## src/raster_pkg.sv

```systemverilog
// Rasteriser shared definitions
package raster_pkg;

	// Unsigned pixel coordinate.
	typedef logic [15:0] coord_t;

	// Wishbone word address width.
	localparam int REG_ADDR_W = 3;

	// Vertex registers.
	localparam logic [REG_ADDR_W-1:0] REG_X1 = 3'd0;
	localparam logic [REG_ADDR_W-1:0] REG_Y1 = 3'd1;
	localparam logic [REG_ADDR_W-1:0] REG_X2 = 3'd2;
	localparam logic [REG_ADDR_W-1:0] REG_Y2 = 3'd3;
	localparam logic [REG_ADDR_W-1:0] REG_X3 = 3'd4;
	localparam logic [REG_ADDR_W-1:0] REG_Y3 = 3'd5;

	// Command and status words.
	localparam logic [REG_ADDR_W-1:0] REG_CTRL   = 3'd6;
	localparam logic [REG_ADDR_W-1:0] REG_STATUS = 3'd7;

	// Write 1 to start a triangle.
	localparam int CTRL_START_BIT = 0;

	// Status layout.
	localparam int STAT_BUSY_BIT  = 0;
	localparam int STAT_COUNT_LSB = 16; // Pixels of last triangle.
	localparam int STAT_COUNT_MSB = 31;

	// Width of the status count field.
	localparam int STAT_COUNT_W = STAT_COUNT_MSB - STAT_COUNT_LSB + 1;

endpackage

```

## src/line_if.sv

```systemverilog
// Line stepper bundle
`timescale 1ns/1ns

interface line_if;

	logic               load; // Latch endpoints.
	logic               step; // One Bresenham move.
	raster_pkg::coord_t x0;
	raster_pkg::coord_t y0;
	raster_pkg::coord_t x1;
	raster_pkg::coord_t y1;

	raster_pkg::coord_t x;    // Current point.
	raster_pkg::coord_t y;
	logic               last; // Current point is the end point.

	modport driver (
		output load, step, x0, y0, x1, y1,
		input  x, y, last
	);

	modport stepper (
		input  load, step, x0, y0, x1, y1,
		output x, y, last
	);

endinterface

```

## src/line_stepper.sv

```systemverilog
// Bresenham line walker
`timescale 1ns/1ns

module line_stepper (
	input logic     clk,
	input logic     reset,
	line_if.stepper ln
);

	// Wide enough for a doubled error term on a 16-bit grid.
	logic signed [18:0] diff_x;
	logic signed [18:0] diff_y;
	logic signed [18:0] dx_load;
	logic signed [18:0] dy_load;

	logic signed [18:0] dx;  // Positive span along x.
	logic signed [18:0] dy;  // Negative span along y.
	logic signed [18:0] err;
	logic signed [18:0] e2;
	logic signed [18:0] err_next;
	logic               sx_neg;
	logic               sy_neg;
	logic               x_move;
	logic               y_move;

	raster_pkg::coord_t xe; // End point.
	raster_pkg::coord_t ye;

	// Deltas of the new line.
	always_comb
	begin
		diff_x = $signed({3'b000, ln.x1}) - $signed({3'b000, ln.x0});
		diff_y = $signed({3'b000, ln.y1}) - $signed({3'b000, ln.y0});
		dx_load = (diff_x < 0) ? -diff_x : diff_x;
		dy_load = (diff_y < 0) ? diff_y : -diff_y;
	end

	// Which axes move on this step.
	always_comb
	begin
		e2 = err <<< 1;
		x_move = (e2 >= dy);
		y_move = (e2 <= dx);
		err_next = err;
		if (x_move)
		begin
			err_next = err_next + dy;
		end
		if (y_move)
		begin
			err_next = err_next + dx;
		end
	end

	always_ff @(posedge clk, negedge reset)
	begin
		if (!reset)
		begin
			ln.x   <= '0;
			ln.y   <= '0;
			xe     <= '0;
			ye     <= '0;
			dx     <= '0;
			dy     <= '0;
			err    <= '0;
			sx_neg <= 1'b0;
			sy_neg <= 1'b0;
		end
		else if (ln.load)
		begin
			ln.x   <= ln.x0;
			ln.y   <= ln.y0;
			xe     <= ln.x1;
			ye     <= ln.y1;
			dx     <= dx_load;
			dy     <= dy_load;
			err    <= dx_load + dy_load;
			sx_neg <= (diff_x < 0);
			sy_neg <= (diff_y < 0);
		end
		else if (ln.step && !ln.last)
		begin
			err <= err_next;
			if (x_move)
			begin
				ln.x <= sx_neg ? ln.x - 16'd1 : ln.x + 16'd1;
			end
			if (y_move)
			begin
				ln.y <= sy_neg ? ln.y - 16'd1 : ln.y + 16'd1;
			end
		end
	end

	assign ln.last = (ln.x == xe) && (ln.y == ye);

	// The driver never loads and steps together.
	a_no_step_on_load: assert property (
		@(posedge clk) disable iff (!reset)
		!(ln.load && ln.step)
	);

endmodule

```

## src/raster_regs.sv

```systemverilog
// Rasteriser register block
`timescale 1ns/1ns

module raster_regs #(
	parameter int PIX_ADDR_W = 19
) (
	input  logic                              clk,
	input  logic                              reset,
	input  logic                              wb_cyc,
	input  logic                              wb_stb,
	input  logic                              wb_we,
	input  logic [raster_pkg::REG_ADDR_W-1:0] wb_adr,
	input  logic [31:0]                       wb_dat_w,
	output logic [31:0]                       wb_dat_r,
	output logic                              wb_ack,
	output raster_pkg::coord_t                x1,
	output raster_pkg::coord_t                y1,
	output raster_pkg::coord_t                x2,
	output raster_pkg::coord_t                y2,
	output raster_pkg::coord_t                x3,
	output raster_pkg::coord_t                y3,
	output logic                              start,
	input  logic                              busy,
	input  logic                              done,
	input  logic                              pix_fire
);

	localparam int CW = raster_pkg::STAT_COUNT_W;

	logic                  req;
	logic                  wr;
	logic [PIX_ADDR_W:0]   run_count; // Room for a full frame.
	logic [CW-1:0]         last_count;
	logic [31:0]           status;

	assign req = wb_cyc && wb_stb && !wb_ack; // New access this cycle.
	assign wr  = req && wb_we;

	always_ff @(posedge clk, negedge reset)
	begin
		if (!reset)
		begin
			wb_ack     <= 1'b0;
			start      <= 1'b0;
			run_count  <= '0;
			last_count <= '0;
		end
		else
		begin
			wb_ack <= req;
			start  <= wr && (wb_adr == raster_pkg::REG_CTRL) &&
				wb_dat_w[raster_pkg::CTRL_START_BIT] && !busy && !start;
			if (start)
			begin
				run_count <= '0;
			end
			else if (pix_fire)
			begin
				run_count <= run_count + 1'b1;
			end
			if (done) // Saturate into the status field.
			begin
				last_count <= (run_count > CW'('1)) ? '1 : CW'(run_count);
			end
		end
	end

	// Vertex storage.
	always_ff @(posedge clk)
	begin
		if (wr)
		begin
			case (wb_adr)
				raster_pkg::REG_X1: x1 <= wb_dat_w[15:0];
				raster_pkg::REG_Y1: y1 <= wb_dat_w[15:0];
				raster_pkg::REG_X2: x2 <= wb_dat_w[15:0];
				raster_pkg::REG_Y2: y2 <= wb_dat_w[15:0];
				raster_pkg::REG_X3: x3 <= wb_dat_w[15:0];
				raster_pkg::REG_Y3: y3 <= wb_dat_w[15:0];
				default: ;
			endcase
		end
	end

	always_comb
	begin
		status = '0;
		status[raster_pkg::STAT_BUSY_BIT] = busy;
		status[raster_pkg::STAT_COUNT_MSB:raster_pkg::STAT_COUNT_LSB] = last_count;
	end

	// Read mux.
	always_comb
	begin
		case (wb_adr)
			raster_pkg::REG_X1:     wb_dat_r = 32'(x1);
			raster_pkg::REG_Y1:     wb_dat_r = 32'(y1);
			raster_pkg::REG_X2:     wb_dat_r = 32'(x2);
			raster_pkg::REG_Y2:     wb_dat_r = 32'(y2);
			raster_pkg::REG_X3:     wb_dat_r = 32'(x3);
			raster_pkg::REG_Y3:     wb_dat_r = 32'(y3);
			raster_pkg::REG_STATUS: wb_dat_r = status;
			default:                wb_dat_r = '0; // Control reads as zero.
		endcase
	end

	// Single-cycle acknowledge.
	a_ack_pulse: assert property (
		@(posedge clk) disable iff (!reset)
		wb_ack |=> !wb_ack
	);

endmodule

```

## src/raster_top.sv

```systemverilog
// Triangle rasteriser top level
`timescale 1ns/1ns

module raster_top #(
	parameter int FRAME_WIDTH = 640,
	parameter int PIX_ADDR_W  = 19
) (
	input  logic                              clk,
	input  logic                              reset,
	input  logic                              wb_cyc,
	input  logic                              wb_stb,
	input  logic                              wb_we,
	input  logic [raster_pkg::REG_ADDR_W-1:0] wb_adr,
	input  logic [31:0]                       wb_dat_w,
	output logic [31:0]                       wb_dat_r,
	output logic                              wb_ack,
	output logic                              pix_valid,
	output logic [PIX_ADDR_W-1:0]             pix_addr,
	input  logic                              pix_ready
);

	raster_pkg::coord_t x1;
	raster_pkg::coord_t y1;
	raster_pkg::coord_t x2;
	raster_pkg::coord_t y2;
	raster_pkg::coord_t x3;
	raster_pkg::coord_t y3;
	logic               start;
	logic               busy;
	logic               done;
	logic               pix_fire;

	raster_regs #(.PIX_ADDR_W(PIX_ADDR_W)) regs (
		.clk(clk), .reset(reset),
		.wb_cyc(wb_cyc), .wb_stb(wb_stb), .wb_we(wb_we), .wb_adr(wb_adr),
		.wb_dat_w(wb_dat_w), .wb_dat_r(wb_dat_r), .wb_ack(wb_ack),
		.x1(x1), .y1(y1), .x2(x2), .y2(y2), .x3(x3), .y3(y3),
		.start(start), .busy(busy), .done(done), .pix_fire(pix_fire)
	);

	// Scan engine.
	triangle_rasteriser #(
		.FRAME_WIDTH(FRAME_WIDTH),
		.PIX_ADDR_W(PIX_ADDR_W)
	) raster (
		.clk(clk), .reset(reset), .start(start),
		.x1(x1), .y1(y1), .x2(x2), .y2(y2), .x3(x3), .y3(y3),
		.pix_ready(pix_ready), .pix_valid(pix_valid), .pix_addr(pix_addr),
		.busy(busy), .done(done), .pix_fire(pix_fire)
	);

endmodule

```

## src/triangle_rasteriser.sv

```systemverilog
// Triangle scan engine
`timescale 1ns/1ns

module triangle_rasteriser #(
	parameter int FRAME_WIDTH = 640,
	parameter int PIX_ADDR_W  = 19
) (
	input  logic                  clk,
	input  logic                  reset,
	input  logic                  start,
	input  raster_pkg::coord_t    x1,
	input  raster_pkg::coord_t    y1,
	input  raster_pkg::coord_t    x2,
	input  raster_pkg::coord_t    y2,
	input  raster_pkg::coord_t    x3,
	input  raster_pkg::coord_t    y3,
	input  logic                  pix_ready,
	output logic                  pix_valid,
	output logic [PIX_ADDR_W-1:0] pix_addr,
	output logic                  busy,
	output logic                  done,
	output logic                  pix_fire
);

	localparam logic [PIX_ADDR_W-1:0] FW = PIX_ADDR_W'(FRAME_WIDTH);

	typedef enum logic [2:0] {
		S_IDLE,
		S_LOAD_EDGES,
		S_LOAD_SPAN,
		S_EMIT,
		S_ADVANCE,
		S_FINISH
	} state_t;

	state_t state;
	state_t next_state;
	logic   both_last;

	line_if ea_if ();
	line_if eb_if ();
	line_if sp_if ();

	line_stepper edge_a (.clk(clk), .reset(reset), .ln(ea_if.stepper));
	line_stepper edge_b (.clk(clk), .reset(reset), .ln(eb_if.stepper));
	line_stepper span   (.clk(clk), .reset(reset), .ln(sp_if.stepper));

	assign both_last = ea_if.last && eb_if.last;

	// Edge A runs v1 to v3.
	assign ea_if.load = (state == S_LOAD_EDGES);
	assign ea_if.x0   = x1;
	assign ea_if.y0   = y1;
	assign ea_if.x1   = x3;
	assign ea_if.y1   = y3;
	assign ea_if.step = (state == S_ADVANCE) && !both_last && !ea_if.last;

	// Edge B runs v2 to v3.
	assign eb_if.load = (state == S_LOAD_EDGES);
	assign eb_if.x0   = x2;
	assign eb_if.y0   = y2;
	assign eb_if.x1   = x3;
	assign eb_if.y1   = y3;
	assign eb_if.step = (state == S_ADVANCE) && !both_last && !eb_if.last;

	// Span joins the two current edge points.
	assign sp_if.load = (state == S_LOAD_SPAN);
	assign sp_if.x0   = ea_if.x;
	assign sp_if.y0   = ea_if.y;
	assign sp_if.x1   = eb_if.x;
	assign sp_if.y1   = eb_if.y;
	assign sp_if.step = (state == S_EMIT) && pix_ready && !sp_if.last; // Held under stall.

	always_ff @(posedge clk, negedge reset)
	begin
		if (!reset)
		begin
			state <= S_IDLE;
		end
		else
		begin
			state <= next_state;
		end
	end

	always_comb
	begin
		next_state = state;
		case (state)
			S_IDLE:
			begin
				if (start)
				begin
					next_state = S_LOAD_EDGES;
				end
			end
			S_LOAD_EDGES: next_state = S_LOAD_SPAN;
			S_LOAD_SPAN:  next_state = S_EMIT;
			S_EMIT:
			begin
				if (pix_ready && sp_if.last)
				begin
					next_state = S_ADVANCE;
				end
			end
			// Both edges at v3 means the v3 span is already out.
			S_ADVANCE:    next_state = both_last ? S_FINISH : S_LOAD_SPAN;
			S_FINISH:     next_state = S_IDLE;
			default:      next_state = S_IDLE;
		endcase
	end

	assign pix_valid = (state == S_EMIT);
	assign pix_fire  = pix_valid && pix_ready;
	assign busy      = (state != S_IDLE);
	assign done      = (state == S_FINISH);
	assign pix_addr  = FW * PIX_ADDR_W'(sp_if.y) + PIX_ADDR_W'(sp_if.x);

	// Stalled pixel holds its address.
	a_stall_stable: assert property (
		@(posedge clk) disable iff (!reset)
		(pix_valid && !pix_ready) |=> (pix_valid && $stable(pix_addr))
	);

	// Completion only ends a run.
	a_done_after_busy: assert property (
		@(posedge clk) disable iff (!reset)
		done |-> $past(busy)
	);

endmodule

```

## config.mk

```make
export PLATFORM = sky130hd
export DESIGN_NAME = raster_top
export DESIGN_NICKNAME = d
export VERILOG_FILES = /design/src/raster_pkg.sv /design/src/line_if.sv /design/src/line_stepper.sv /design/src/raster_regs.sv /design/src/raster_top.sv /design/src/triangle_rasteriser.sv
export SDC_FILE = /design/constraint.sdc
export NUM_CORES = 2
export LEC_CHECK = 0
export ABC_AREA = 1
export BUFFER_PORTS_ARGS = -buffer_cell sky130_fd_sc_hd__buf_4
export CAP_MARGIN = 30
export CORE_MARGIN = 4
export CORE_UTILIZATION = 63
export CTS_CLUSTER_DIAMETER = 100
export DETAILED_ROUTE_END_ITERATION = 10
export GPL_ROUTABILITY_DRIVEN = 0
export PLACE_DENSITY = 0.8
export SLEW_MARGIN = 20
export SYNTH_ARGS = -nofsm -noshare
export SYNTH_HDL_FRONTEND = slang
export SYNTH_SLANG_ARGS = --single-unit
export TNS_END_PERCENT = 100
```

## constraint.sdc

```tcl
create_clock -name clk -period 4.8 [get_ports clk]
set_input_delay 0.72 -clock clk [delete_from_list [all_inputs] [get_ports clk]]
set_output_delay 0.72 -clock clk [all_outputs]
set_load 0.05 [all_outputs]
```

=== Word-level counts from Yosys, hierarchy flattened ===
Cells that the tools add are included.

* Eq/ne operators: 20
* Multiplexer cells: 50
* Add/subtract/negate cells: 35
* Reductions and logical operators: 53
* Magnitude comparators: 13
* Multipliers: 1

{| class="wikitable"
|+ Operators with widths
! cell !! count
|-
| two-way mux 16 bit || 25
|-
| two-way mux 19 bit || 18
|-
| case mux 32 bit (7 select lines) || 1
|-
| adder 19 bit || 9
|-
| negation 17 -> 19 bit || 6
|-
| < comparator 17 x 1 -> 1 bit, second input constant || 6
|-
| subtractor 16 x 16 -> 17 bit || 6
|-
| adder 16 x 1 -> 16 bit, second input constant || 6
|-
| == test 16 bit || 6
|-
| subtractor 16 x 1 -> 16 bit, second input constant || 6
|-
| greater-or-equal comparator 19 bit || 3
|-
| less-or-equal comparator 19 bit || 3
|-
| two-way mux 20 bit || 2
|-
| AND reduction 2 bit || 13
|-
| adder 20 x 1 -> 20 bit, second input constant || 1
|-
| greater-than comparator 20 x 16 -> 1 bit, second input constant || 1
|-
| logical AND 1 bit || 20
|-
| nonzero test 2 bit || 10
|-
| adder 19 x 16 -> 19 bit || 1
|-
| == test 3 bit, second input constant || 6
|-
| multiplier 3 x 16 -> 12 bit, first input constant || 1
|-
| case mux 3 bit (5 select lines) || 1
|-
| == test 3 x 2 -> 1 bit, second input constant || 4
|-
| two-way mux 3 bit || 3
|-
| 6 further kinds || 14
|}

* Register bits after elaboration: 474
* Output and inout bits: 53
* Bits of input ports: 41
* Logic and storage cells: 208

=== Depth between registers and ports, before layout ===
* Word-level depth: 9
* Mapped depth: 34
* Mapped depth without buffers: 33

=== By module ===
Synthesis repeated with hierarchy kept, for this count alone.

* Cells, all modules: 6102
* Area total of the unflattened synthesis: 44433.9 sq um

{| class="wikitable"
|+ By module, submodules not included
! module !! instances !! cells an instance !! seq. area each (sq um) !! area an instance (sq um)
|-
| line_stepper at raster.edge_a || 1 || 1780 || 3052.9 || 12533.3
|-
| line_stepper at raster.edge_b || 1 || 1802 || 3052.9 || 12519.5
|-
| line_stepper at raster.span || 1 || 1776 || 3052.9 || 12507.0
|-
| raster_regs || 1 || 548 || 3833.7 || 5630.4
|-
| triangle_rasteriser || 1 || 196 || 75.1 || 1243.7
|}

=== Worst setup path after synthesis ===
OpenSTA, ideal clock, no wires.

* Path type: reg2reg
* Start: register raster.edge_a.err[5]
* End: register raster.edge_a.err[14]
* Setup time: 0.117 ns
* Data required time: 4.683 ns
* Stages on the path, launching flop included: 28
* Path slack: 0.617 ns
* Buffers on the path: 2
* Arrival: 4.066 ns
* Clock period less this slack: 4.183 ns
* Path through: dfrtp_1 -> ha_1 -> a21oi_1 -> o21a_1 -> o221ai_1 -> nand2_1 -> nand3_1 -> or2_1 -> nand2_1 -> buf_2 -> clkbuf_1 -> o21ai_0 -> ha_1 -> fa_1 -> nand2_1 -> o21ai_1 -> a21boi_0 -> o21ai_1 -> a21boi_0 -> o21ai_1 -> nand2_1 -> nand2_1 -> xnor2_1 -> a21oi_1 -> o21ai_0 -> nand2_1 -> nand2_1 -> nand2_1

* Word-level cells in the longest chain between the ends: 6

{| class="wikitable"
|+ RTL lines
! item !! RTL line !! source
|-
| start: declaration || line_stepper.sv:18 || <nowiki>logic signed [18:0] err;</nowiki>
|-
| start signal: assignment || line_stepper.sv:77 || <nowiki>err <= dx_load + dy_load;</nowiki>
|-
| start signal: assignment || line_stepper.sv:83 || <nowiki>err <= err_next;</nowiki>
|-
| adder 19 bit or greater-or-equal comparator 19 bit (tied branches) || line_stepper.sv:47, line_stepper.sv:42 ||
|-
| two-way mux 19 bit || line_stepper.sv:45 || <nowiki>if (x_move)</nowiki>
|-
| adder 19 bit || line_stepper.sv:51 || <nowiki>err_next = err_next + dx;</nowiki>
|-
| two-way mux 19 bit * || line_stepper.sv:49 || <nowiki>if (y_move)</nowiki>
|-
| two-way mux 19 bit * || line_stepper.sv:81 || <nowiki>else if (ln.step && !ln.last)</nowiki>
|-
| two-way mux 19 bit * || line_stepper.sv:69 || <nowiki>else if (ln.load)</nowiki>
|}

Mark *: on every way between the ends. The rest lies on a longest branch, timed or not. The select of a mux whose other input is x is not followed.
A chain may end at the register's enable or synchronous reset.

=== Final worst setup path ===
* Start: register raster.span.ln.y[1]
* End: output port pix_addr[18]

* Word-level cells in the longest chain between the ends: 2

{| class="wikitable"
|+ RTL lines
! item !! RTL line !! source
|-
| start: declaration || line_if.sv:24 || <nowiki>output x, y, last</nowiki>
|-
| start signal: assignment || line_stepper.sv:72 || <nowiki>ln.y <= ln.y0;</nowiki>
|-
| start signal: assignment || line_stepper.sv:90 || <nowiki>ln.y <= sy_neg ? ln.y - 16'd1 : ln.y + 16'd1;</nowiki>
|-
| multiplier 3 x 16 -> 12 bit || triangle_rasteriser.sv:117 || <nowiki>assign pix_addr = FW * PIX_ADDR_W'(sp_if.y) + PIX_ADDR_W'(sp_if.x);</nowiki>
|-
| adder 19 x 16 -> 19 bit || triangle_rasteriser.sv:117 ||
|-
| end: declaration || raster_top.sv:18 || <nowiki>output logic [PIX_ADDR_W-1:0] pix_addr,</nowiki>
|}

No other way between the ends.

==> out/results.tsv <==
metric	value	unit
dpl ws	117	ps
nets	6341	
adder-cell share of the synthesized area	0.151	
dpl cell area	0.0442	sq mm
Initial DRC Count	4566	
Worst setup EP type	primary output	
router iterations before antenna repair	11	
Synth Register Bits	471	
clk slew on worst S/H paths	60	ps
vias per cell	6.06	
fin area	0.0463	sq mm
Total GRT Usage	0.355	
Slew Viols, Final	0	
Critical Path Start Type	flop	
Hold Fails Final Rpt	0	
Die X	266	microns
Final min period	4630	ps
WP data required	4080	ps
Buffers on Ports	77	
largest family of logic cells by synthesized area	simple AND/OR/NAND/NOR gates	
Cells after Synth	5659	
xor/xnor cell area share of the yosys netlist	0.0783	
failing checks	design-rule violations	
vias in the first global route	38000	
largest cells by area after synthesis	dfrtp_1 22%, ha_1 14%, nand2_1 12%, edfxtp_1 6.9%, inv_1 6.7%	
Synthesized Nets	6194	
synth unique cells	65	
mux share of post-synthesis cell area	0	
crit path max fanout	6	
final worst path period share	0.965	
Synth top cells by count	1324 x nand2_1, 748 x inv_1, 471 x ha_1, 436 x o21ai_0, 433 x a21oi_1	
TritonCTS Buffers	54	
largest net degree at the start of global routing	159	
clk buf depth	3	
worst skew pair latency	670	ps
Avg Inst Size Synth	7.42	sq um
Worst Path Arrival	3910	ps
DP Wirelength	100	mm
async set-reset flop share out of synthesis	0.796	
core area	0.0659	sq mm
total number of vias	40700	
area fraction in compound gates after synthesis	0.170	
Slew headroom	0.206	
f_max	216	MHz
Post-synth EDFFs	96	
sequential element share of the synthesized area	0.292	
Tightest Pin Transition	1180	ps
post-synth top area share	0.224	
Filler cells	5413	
DRC	45	
layout cells sized above 1	0.0920	
setup ws final	170	ps
setup TNS	0	ps
Crit Path Class	flop to primary output	
final setup vio count	0	
area added between synthesis and finish	10.3	%
Die ar.	0.0708	sq mm
num rows	94	
top-count cell post-synth	nand2_1	
clock skew	65.6	ps
total of max-cap violations	0	
flop2flop setup slack	260	ps
status	finished, violations left	
Avg WL per Cell	19.3	microns
Post-Synthesis Cell Area	0.0420	sq mm
Post-synth top flop	dfrtp_1	
Clk Tree Root Cell	clkbuf_16	
initial antenna violation count	4	
clk sinks	471	
simple-gate share of the synthesized area	0.227	
Yosys top cell by area	dfrtp_1	
Initial Utilization	0.637	
H-Tree Depth	2	
number of diodes	0	
first-pass GRT wire length	202	mm
Warnings, synthesis	0	
Routed Antenna Nets	0	
hold_buf cts	0	
DRT Wirelength	129	mm
Die Y-Extent	266	microns
CTS tree	built	
IO Pins	94	
grt total ovfl	0	
min-delay worst type	input port to async pin	
## metrics by stage
stage               std cells  hold WS [ps]   util
detailed placement       6604           438  0.671
global placement         6604           434  0.671
global route             6715           216  0.703
CTS                      6705           202  0.698
floorplan                5659           424      -
finish                   6715           139  0.703
## routing by layer
layer  vias to the layer above  track usage  share of wire
li1                      19300            -              -
met1                     18800        0.487           0.41
met2                      2094        0.549           0.43
met3                       432       0.0814           0.11
met4                         6        0.141          0.048
met5                         -      0.00811        0.00083
## critical path, cell delays in order (launching register included)
cell     delay (ps)
dfrtp_1         490
ha_1            350
ha_1            180
inv_1            60
fa_1            480
inv_1            40
ha_1            340
a21oi_1         130
o21ai_0         140
nand3_1         100
nand2_1          80
a21o_1          170
a21oi_1         210
nor2_1           60
nand2_1          70
xor2_1          150
buf_4           210
## final timing paths
kind / to / depth (start not counted) / from
max: pix_addr[18] / 16 / raster.span.ln.y[1]$_DFFE_PN0P_
min: raster.edge_a.err[5]$_DFFE_PN0P_ / 1 / reset
max reg2reg: raster.edge_b.err[14]$_DFFE_PN0P_ / 21 / raster.edge_b.dy[6]$_DFFE_PN0P_
min reg2reg: regs.wb_ack$_DFF_PN0_ / 1 / regs.wb_ack$_DFF_PN0_
max in group asynchronous: raster.edge_a.ln.y[2]$_DFFE_PN0P_ / 2 / reset
min in group clk: regs.wb_ack$_DFF_PN0_ / 3 / wb_stb
## cells by family after synthesis
kind of cell               count (synthesis)
DFF                                      471
and+or+nand+nor                         2190
buffers and inverters                    902
AOI/OAI and AO/OA                       1232
xor gates and xnor gates                 370
adders and majority gates                494
## sequential cells by signal, indices dropped and copies added, names as in the netlist, 18 cells and up
name and count:
raster.edge_b.dy 19, raster.edge_a.dx 19, raster.span.dx 19, raster.edge_b.dx 19, regs.run_count 20, raster.edge_b.err 18, raster.span.err 18, raster.edge_a.err 18
raster.span.dy 19, raster.edge_a.dy 19
## layout by cell type (no fill, tap or decap), drive strengths merged, types with 22 or more instances in the layout
cell type  instances
or2               31
o22ai             22
inv              777
a22oi             36
o221ai            80
nand3            251
dfrtp            375
clkinv            25
nand4             78
edfxtp            96
nor2             328
xor2             205
a21oi            443
nor3              56
buf              217
ha               471
clkbuf            68
nand2           1379
o211ai            22
a31oi             28
nand3b            28
fa                23
nor4              23
o21ai            472
xnor2            165
## cell type report
cell class / instances / area [sq um] / area share
multi-input combinational: 4286 / 26500 / 0.572
sequential: 471 / 12300 / 0.265
inverter: 776 / 2920 / 0.0631
timing repair buffer: 217 / 1720 / 0.0371
clock buffer: 68 / 1460 / 0.0316
tap: 864 / 1080 / 0.0234
clock inverter: 33 / 345 / 0.00746
## repair_timing
action,in CTS,in global routing
gates resized for setup,0,72
setup endpoints to repair,0,26
setup buffers,0,9
Power is not shown: default switching activity piles up to over one toggle a cycle in this logic, so the estimate is an artifact.
